## src/hw/gpio_cfg.svh

```systemverilog
`ifndef GPIO_CFG_SVH
`define GPIO_CFG_SVH

// only the low address bits take part in register decode
`define GPIO_ADDR_W 16

// width of the write and read data channels
`define GPIO_DATA_W 32

// control register, input port and console character all share this width
`define GPIO_REG_W 8

// register map

// output control register, read and write
`define GPIO_OFS_CSR 16'h0000

// synchronized view of the input pins, read only
`define GPIO_OFS_IN 16'h0004

// console character port, write only
`define GPIO_OFS_PRINT 16'h0008

`endif
```

## src/hw/gpio_pkg.sv

```systemverilog
`default_nettype none

package gpio_pkg;

  // operation that a decoded bus address selects
  // op_none covers every offset outside the register map
  typedef enum logic [1:0] {
    op_none    = 2'd0,
    op_csr     = 2'd1,
    op_gpio_in = 2'd2,
    op_print   = 2'd3
  } periph_op_e;

  // read channel state in the result stage
  // rd_valid holds the data beat until the master takes it
  typedef enum logic {
    rd_idle  = 1'b0,
    rd_valid = 1'b1
  } rd_state_e;

endpackage

`default_nettype wire

```

## src/hw/gpio_periph.sv

```systemverilog
`default_nettype none
`include "gpio_cfg.svh"

module gpio_periph (
  input  logic                    clk,
  input  logic                    rst,
  input  logic                    awvalid,
  input  logic [`GPIO_ADDR_W-1:0] awaddr,
  input  logic                    wvalid,
  input  logic [`GPIO_DATA_W-1:0] wdata,
  input  logic                    arvalid,
  input  logic [`GPIO_ADDR_W-1:0] araddr,
  input  logic                    rready,
  input  logic [`GPIO_REG_W-1:0]  gpio_in,
  output logic                    awready,
  output logic                    wready,
  output logic                    bvalid,
  output logic                    arready,
  output logic                    rvalid,
  output logic                    rlast,
  output logic [`GPIO_DATA_W-1:0] rdata,
  output logic [`GPIO_REG_W-1:0]  csr,
  output logic                    print_valid,
  output logic [`GPIO_REG_W-1:0]  print_char
);
  import gpio_pkg::*;

  logic                   wr_pend;
  periph_op_e             wr_op;
  logic                   wr_done;
  logic                   rd_req;
  periph_op_e             rd_op;
  logic                   rd_busy;
  logic [`GPIO_REG_W-1:0] csr_q;
  logic [`GPIO_REG_W-1:0] gpio_sync;

  // address channels
  gpio_decode u_decode (
    .clk     (clk),
    .rst     (rst),
    .awvalid (awvalid),
    .awaddr  (awaddr),
    .arvalid (arvalid),
    .araddr  (araddr),
    .wr_done (wr_done),
    .rd_busy (rd_busy),
    .awready (awready),
    .arready (arready),
    .wr_pend (wr_pend),
    .wr_op   (wr_op),
    .rd_req  (rd_req),
    .rd_op   (rd_op)
  );

  // write data, register state and input pins
  gpio_execute u_execute (
    .clk         (clk),
    .rst         (rst),
    .wvalid      (wvalid),
    .wdata       (wdata),
    .wr_pend     (wr_pend),
    .wr_op       (wr_op),
    .gpio_in     (gpio_in),
    .wready      (wready),
    .wr_done     (wr_done),
    .csr_q       (csr_q),
    .print_valid (print_valid),
    .print_char  (print_char),
    .gpio_sync   (gpio_sync)
  );

  // write response and read data
  gpio_result u_result (
    .clk       (clk),
    .rst       (rst),
    .wr_done   (wr_done),
    .rd_req    (rd_req),
    .rd_op     (rd_op),
    .csr_q     (csr_q),
    .gpio_sync (gpio_sync),
    .rready    (rready),
    .bvalid    (bvalid),
    .rvalid    (rvalid),
    .rlast     (rlast),
    .rdata     (rdata),
    .rd_busy   (rd_busy)
  );

  assign csr = csr_q;

endmodule

`default_nettype wire

```

## src/hw/gpio_result.sv

```systemverilog
`default_nettype none
`include "gpio_cfg.svh"

module gpio_result (
  input  logic                    clk,
  input  logic                    rst,
  input  logic                    wr_done,
  input  logic                    rd_req,
  input  gpio_pkg::periph_op_e    rd_op,
  input  logic [`GPIO_REG_W-1:0]  csr_q,
  input  logic [`GPIO_REG_W-1:0]  gpio_sync,
  input  logic                    rready,
  output logic                    bvalid,
  output logic                    rvalid,
  output logic                    rlast,
  output logic [`GPIO_DATA_W-1:0] rdata,
  output logic                    rd_busy
);
  import gpio_pkg::*;

  rd_state_e              state_q;
  rd_state_e              state_d;
  logic [`GPIO_DATA_W-1:0] rd_word;

  // write response is a single pulse and the master never acknowledges it
  always_ff @(posedge clk) begin
    if (!rst) begin
      bvalid <= 1'b0;
    end else begin
      bvalid <= wr_done;
    end
  end

  // zero extended read value for the pending operation
  always_comb begin
    rd_word = '0;
    case (rd_op)
      op_csr:     rd_word[`GPIO_REG_W-1:0] = csr_q;
      op_gpio_in: rd_word[`GPIO_REG_W-1:0] = gpio_sync;
      default:    rd_word = '0;
    endcase
  end

  always_comb begin
    state_d = state_q;
    case (state_q)
      rd_idle:  if (rd_req) state_d = rd_valid;
      rd_valid: if (rready) state_d = rd_idle;
      default:  state_d = rd_idle;
    endcase
  end

  always_ff @(posedge clk) begin
    if (!rst) begin
      state_q <= rd_idle;
    end else begin
      state_q <= state_d;
    end
  end

  // data is frozen here so a later csr write cannot disturb a held beat
  always_ff @(posedge clk) begin
    if (rd_req) begin
      rdata <= rd_word;
    end
  end

  // every read is a single beat, so rlast follows rvalid
  assign rvalid  = (state_q == rd_valid);
  assign rlast   = rvalid;
  assign rd_busy = rvalid;

  a_rdata_stable: assert property (
    @(posedge clk) disable iff (!rst)
    (rvalid && !rready) |=> (rvalid && $stable(rdata))
  );

endmodule

`default_nettype wire

```

## src/hw/gpio_execute.sv

```systemverilog
`default_nettype none
`include "gpio_cfg.svh"

module gpio_execute (
  input  logic                    clk,
  input  logic                    rst,
  input  logic                    wvalid,
  input  logic [`GPIO_DATA_W-1:0] wdata,
  input  logic                    wr_pend,
  input  gpio_pkg::periph_op_e    wr_op,
  input  logic [`GPIO_REG_W-1:0]  gpio_in,
  output logic                    wready,
  output logic                    wr_done,
  output logic [`GPIO_REG_W-1:0]  csr_q,
  output logic                    print_valid,
  output logic [`GPIO_REG_W-1:0]  print_char,
  output logic [`GPIO_REG_W-1:0]  gpio_sync
);
  import gpio_pkg::*;

  logic                   w_hs;
  logic                   csr_wr;
  logic                   print_wr;
  logic [`GPIO_REG_W-1:0] wr_byte;
  logic [`GPIO_REG_W-1:0] gpio_meta;

  // write data is only taken once decode holds an address for it
  assign wready  = wvalid && wr_pend;
  assign w_hs    = wvalid && wready;
  assign wr_done = w_hs;

  assign wr_byte  = wdata[`GPIO_REG_W-1:0];
  assign csr_wr   = w_hs && (wr_op == op_csr);
  assign print_wr = w_hs && (wr_op == op_print);

  // control register
  // writes to gpio_in or unmapped offsets fall through and change nothing
  always_ff @(posedge clk) begin
    if (!rst) begin
      csr_q <= '0;
    end else if (csr_wr) begin
      csr_q <= wr_byte;
    end
  end

  // console strobe is high for the cycle after the write handshake
  always_ff @(posedge clk) begin
    if (!rst) begin
      print_valid <= 1'b0;
    end else begin
      print_valid <= print_wr;
    end
  end

  always_ff @(posedge clk) begin
    if (print_wr) begin
      print_char <= wr_byte;
    end
  end

  // two flop synchronizer for the asynchronous input pins
  always_ff @(posedge clk) begin
    gpio_meta <= gpio_in;
    gpio_sync <= gpio_meta;
  end

  // decode drops wr_pend after each handshake so console writes never land back to back
  a_print_single: assert property (
    @(posedge clk) disable iff (!rst)
    print_valid |=> !print_valid
  );

endmodule

`default_nettype wire

```

## src/hw/gpio_decode.sv

```systemverilog
`default_nettype none
`include "gpio_cfg.svh"

module gpio_decode (
  input  logic                    clk,
  input  logic                    rst,
  input  logic                    awvalid,
  input  logic [`GPIO_ADDR_W-1:0] awaddr,
  input  logic                    arvalid,
  input  logic [`GPIO_ADDR_W-1:0] araddr,
  input  logic                    wr_done,
  input  logic                    rd_busy,
  output logic                    awready,
  output logic                    arready,
  output logic                    wr_pend,
  output gpio_pkg::periph_op_e    wr_op,
  output logic                    rd_req,
  output gpio_pkg::periph_op_e    rd_op
);
  import gpio_pkg::*;

  logic ports_en;
  logic aw_hs;
  logic ar_hs;

  // map an address onto the register it selects
  function automatic periph_op_e classify(input logic [`GPIO_ADDR_W-1:0] addr);
    periph_op_e op;
    case (addr)
      `GPIO_OFS_CSR:   op = op_csr;
      `GPIO_OFS_IN:    op = op_gpio_in;
      `GPIO_OFS_PRINT: op = op_print;
      default:         op = op_none;
    endcase
    return op;
  endfunction

  // both address channels stay closed for the reset cycle
  always_ff @(posedge clk) begin
    if (!rst) begin
      ports_en <= 1'b0;
    end else begin
      ports_en <= 1'b1;
    end
  end

  // a pending address is never overwritten by a second one
  assign awready = ports_en && !wr_pend;
  assign arready = ports_en && !rd_req && !rd_busy;

  assign aw_hs = awvalid && awready;
  assign ar_hs = arvalid && arready;

  // write address side
  always_ff @(posedge clk) begin
    if (!rst) begin
      wr_pend <= 1'b0;
    end else if (aw_hs) begin
      wr_pend <= 1'b1;
    end else if (wr_done) begin
      wr_pend <= 1'b0;
    end
  end

  always_ff @(posedge clk) begin
    if (aw_hs) begin
      wr_op <= classify(awaddr);
    end
  end

  // read address side, rd_req lasts one cycle and result takes over from there
  always_ff @(posedge clk) begin
    if (!rst) begin
      rd_req <= 1'b0;
    end else begin
      rd_req <= ar_hs;
    end
  end

  always_ff @(posedge clk) begin
    if (ar_hs) begin
      rd_op <= classify(araddr);
    end
  end

  // execute may only complete a write that this stage opened
  a_done_needs_pend: assert property (
    @(posedge clk) disable iff (!rst)
    wr_done |-> wr_pend
  );

  // result must take the request so that arready stays low until rready
  a_req_makes_busy: assert property (
    @(posedge clk) disable iff (!rst)
    rd_req |=> rd_busy
  );

endmodule

`default_nettype wire

```

## config.mk

```make
export PLATFORM = sky130hd
export DESIGN_NAME = gpio_periph
export DESIGN_NICKNAME = d
export VERILOG_FILES = /design/src/hw/gpio_pkg.sv /design/src/hw/gpio_periph.sv /design/src/hw/gpio_result.sv /design/src/hw/gpio_execute.sv /design/src/hw/gpio_decode.sv
export VERILOG_INCLUDE_DIRS = /design/src /design/src/hw
export SDC_FILE = /design/constraint.sdc
export NUM_CORES = 1
export LEC_CHECK = 0
export BUFFER_PORTS_ARGS = -buffer_cell sky130_fd_sc_hd__buf_2
export CAP_MARGIN = 20
export CORE_MARGIN = 2
export CORE_UTILIZATION = 25
export DETAILED_ROUTE_END_ITERATION = 8
export HOLD_SLACK_MARGIN = 0.1
export PLACE_DENSITY = 0.61
export SKIP_LAST_GASP = 1
export SYNTH_ARGS = -nofsm -noshare
export SYNTH_HDL_FRONTEND = slang
export SYNTH_SLANG_ARGS = --single-unit
```

## constraint.sdc

```tcl
create_clock -name clk -period 2.85 [get_ports clk]
set_input_delay 0.285 -clock clk [delete_from_list [all_inputs] [get_ports clk]]
set_output_delay 0.285 -clock clk [all_outputs]
set_load 0.02 [all_outputs]
```

# Word level (Yosys, flattened, before mapping)

Cells that the tools add are included.
Widths: inputs -> output; s select.

Logic and storage cells: 46
Output and inout bits: 55
Bits in registers: 50

Bitwise operators: 1
Reductions and logical operators: 15
Mux-type cells: 9
Equality and inequality tests: 8

Operator list:

| operator            | number |
|---|---|
| $eq 16x3->1 const B | 2 |
| $eq 16x4->1 const B | 2 |
| $logic_not 16->1    | 2 |
| $pmux 8 s2          | 1 |
| $pmux 2 s3          | 2 |
| $logic_and 1x1->1   | 9 |
| $mux 1              | 5 |
| $eq 2x1->1 const B  | 2 |
| $eq 2x2->1 const B  | 2 |
| $logic_not 1->1     | 3 |
| $pmux 1 s2          | 1 |
| $reduce_bool 2->1   | 1 |
| $not 1->1           | 1 |

# Longest topological paths before layout

Depth in word-level cells: 4
Gate-level depth with buffers: 5
Depth with buffers taken out: 4

# Cells and area by module

A second synthesis with hierarchy kept.

Cell total of the unflattened synthesis: 159
Area total of the unflattened synthesis: 1961.9 um^2

By module, submodules not included:

| module       | area each (um^2) | times used | cells an instance |
|---|---|---|---|
| gpio_execute | 944.7            | 1          | 65 |
| gpio_result  | 655.6            | 1          | 64 |
| gpio_decode  | 361.6            | 1          | 30 |

# Worst setup path before layout

No wires, ideal clock.

Path kind: flip-flop to flip-flop
Start: reg u_decode.wr_pend
End: reg u_execute.print_char[0], enable pin
Path buffers: 0
Clock period less this slack: 1301 ps
Arrival: 966 ps
Setup slack: 1549 ps
Library setup time: 334 ps
Stages on the path, launching flop included: 3
Path through: dfxtp_1 -> and2_1 -> and3_1

Longest elaborated chain between the ends: 3

Ends and longest elaborated chain:

| element                | RTL line           | RTL |
|---|---|---|
| from (decl)            | gpio_decode.sv:15  | `output logic wr_pend,` |
| from (signal assigned) | gpio_decode.sv:57  | `wr_pend <= 1'b0;` |
| from (signal assigned) | gpio_decode.sv:59  | `wr_pend <= 1'b1;` |
| from (signal assigned) | gpio_decode.sv:61  | `wr_pend <= 1'b0;` |
| $logic_and 1x1->1      | gpio_execute.sv:28 | `assign wready = wvalid && wr_pend;` |
| via wready             | gpio_periph.sv:16  | `output logic wready,` |
| $logic_and 1x1->1      | gpio_execute.sv:29 | `assign w_hs = wvalid && wready;` |
| $logic_and 1x1->1      | gpio_execute.sv:34 | `assign print_wr = w_hs && (wr_op == op_print);` |
| via u_execute.print_wr | gpio_execute.sv:23 | `logic print_wr;` |
| to (signal assigned)   | gpio_execute.sv:57 | `print_char <= wr_byte;` |
| to (decl)              | gpio_execute.sv:16 | `` output logic [`GPIO_REG_W-1:0] print_char, `` |

The timed path passes the listed nets, and every way through them passes these cells.
A chain may end at the register's enable or synchronous reset.

# Worst setup path in the final report

Start: reg u_decode.rd_req
End: out arready

Longest elaborated chain between the ends: 3

Ends and longest elaborated chain:

| element                         | RTL line          | RTL |
|---|---|---|
| from (decl)                     | gpio_decode.sv:17 | `output logic rd_req,` |
| from (signal assigned)          | gpio_decode.sv:76 | `rd_req <= ar_hs;` |
| $logic_not 1->1                 | gpio_decode.sv:49 | `assign arready = ports_en && !rd_req && !rd_busy;` |
| $logic_and 1x1->1 (2 in series) | gpio_decode.sv:49 |  |
| to (decl)                       | gpio_periph.sv:18 | `output logic arready,` |

Every way passes these cells.

==> impl_metrics.toml <==
[finish]
design_area_um2 = 2450
regArea_um2 = 1200
final_layout_size_suffix_gt1_frac = 0.369
fillers = 753
multi_input_area_um2 = 502
n_antenna_cell = 0
layout.cells.non_filler = 348
nets = 328
area_delta_synth_final_pct = 32.7

[drt]
drtPass1Iterations = 4
wl_per_cell_um = 11.1
drt_iter0_markers = 43
drt-total-wl_mm = 3.88
via_count = 1397
drc = 0
vias_per_cell = 4.01
postRouteAntennaNets = 0

[cts]
root_buffer = "clkbuf_8"
cts_made_buffers = 5
clockBufferDepth = 2
postCtsResizedCells = 0
clk_pin_slew_ns = 0.08
cts_tree = "built"
htree_levels = 2
numClockSinks = 50
clk_latency_ns = 0.30

[logic_synthesis]
synth_edf_count = 20
synth_top_area_cell = "dfxtp_1"
synthArstFlopShare = 0
netlist_instances = 157
synth_cell_types = 23
avgSynthCellArea_um2 = 11.8
synth_most_common_cell = "dfxtp_1"
synth_seq_area_share = 0.651
synth_area_um2 = 1850
netlist_top_cells_count = "30 x dfxtp_1, 25 x buf_4, 20 x edfxtp_1"
ys_top_cells_by_area = "dfxtp_1 33%, edfxtp_1 33%, buf_4 10%, a22oi_1 3.3%, nor2_1 3.1%"
yosysWarningCount = 0
ys.flop_type = "dfxtp_1"
synth_top_cell_area_share = 0.325
ys_seq_elements = 50

[sta]
period_share = 0.568
fin_crit_ns = 1.62
finalSetupViolations = 0
grt_setup_unrepaired = "false"
skew_ns = 0.0104
hold_violations = 0
maxSlewViolCount = 0
fmax_mhz = 617
setup_ws_ns = 1.23
tns_ns = 0

[grt]
antenna_found_initial = 0
grt_pass1_wl_mm = 6.36
grt_overflow = 0
grt_max_degree = 23
grt_pass1_vias = 1320
grt_usage = 0.101

[die]
fp.dieW_um = 89.9
die_h_um = 89.9
dieArea_um2 = 8090
initial_core_util = 0.256
io_pins = 133
coreArea_um2 = 7210
rows = 31

[pwr]
total_power_mw = 1.38
power_density_nw_per_um2 = 564
vdd_drop_max_mv = 0.201
leakage_nw = 1.12

[setup_path]
startpoint = "u_decode.rd_req"
worstPathRequired_ns = 2.57
start_kind = "register"
timing.rr.start = "u_decode.wr_pend"
end_kind = "output port"
worstSetupPathType = "register to output port"
r2r_cells = 2
crit_fanout = 9
worstPathArrival_ns = 1.33

[placement]
place_inst = 332
place_hpwl_mm = 3.03
dpl_worst_slack_ns = 1.48
gp_congestion = 0.743
port-buffer-count = 84
dpl_cell_area_um2 = 2260

[run_status]
status = "finished, final reports clean"

[hold_path]
worstHoldPathCells = 2
hold_path_class = "primary input to register"
hp-start = "rready"

[flow_run]
drv_cap = 0
==> per-stage QoR <==
step,hold slack (ns),utilization
after CTS,0.142,0.340
after detailed placement,0.314,0.313
final,0.157,0.340
after global routing,0.151,0.340
after floorplan,0.310,-
after global placement,0.314,0.313
==> report_power, final <==
part | leakage, nW | switching, mW | total (mW) | internal [mW]
combinational | 0.621 | 0.0729 | 0.122 | 0.0493
clock | 0.0562 | 0.226 | 0.488 | 0.262
sequential | 0.444 | 0.00944 | 0.772 | 0.763
==> critical path: stages (launching register included) <==
cell and delay [ns]:
dfxtp_1 0.58, nor2_1 0.13, and2_1 0.19, buf_2 0.15
==> layout by cell type (no fill, tap or decap), drive strengths merged <==
cell type    instances
buf                 84
dfxtp               30
conb                24
edfxtp              20
nor2                15
a22oi                8
nand2                8
nand3                8
o21ai                8
dlygate4sd3          8
nor4                 6
clkbuf               5
and2                 4
and3                 4
inv                  4
nor2b                2
nand4                2
xnor2                2
ha                   2
nand4b               1
o21a                 1
a211oi               1
bufinv               1
clkinv               1
==> logic make-up (layout without fill, tap and decap cells) <==
group	count (synthesis)	after routing	share of synthesized area
other	1	24	0.00203
adder cells (fa/ha/maj)	2	2	0.0136
buffers and inverters	34	103	0.124
AND/OR/NAND/NOR	50	50	0.138
XOR/XNOR	2	2	0.00949
AO/OA/AOI/OAI	18	18	0.0624
flip-flops	50	50	0.651
==> final timing paths <==
check	slack (ns)	to
setup reg to reg	1.52	u_execute.print_char[2]
hold reg to reg	0.33	u_execute.gpio_sync[3]
setup / recovery	1.23	arready
hold / removal	0.16	u_result.rd_busy
==> layer usage <==
| layer | part of all wire | track usage | up-vias |
|---|---|---|---|
| li1 | - | - | 676 |
| met1 | 0.43 | 0.123 | 623 |
| met2 | 0.46 | 0.167 | 91 |
| met3 | 0.093 | 0.0335 | 7 |
| met4 | 0.015 | 0.0397 | 0 |
| met5 | 0 | 0 | - |
==> final cells by class <==
class / instances / share of cell area
Clock buffer: 5 / 0.0281
Sequential cell: 50 / 0.490
Multi-Input combinational cell: 96 / 0.205
Tap cell: 99 / 0.0506
Inverter: 3 / 0.00460
Clock inverter: 3 / 0.0174
Timing Repair Buffer: 92 / 0.204
==> what timing repair did <==
item | 4_1_cts | 5_1_grt
hold buffers | 8 | 0
endpoints found under the hold margin | 8 | 0
setup buffers | 0 | 0
==> sequential cells by signal (all words and copies together), names as in the netlist <==
register,count
u_decode.ports_en,1
u_decode.rd_op,2
u_decode.rd_req,1
u_decode.wr_op,2
u_decode.wr_pend,1
u_execute.csr_q,8
u_execute.gpio_meta,8
u_execute.gpio_sync,8
u_execute.print_char,8
u_execute.print_valid,1
u_result.bvalid,1
u_result.rd_busy,1
u_result.rdata,8
No activity file was read; power rests on OpenSTA's default activity.
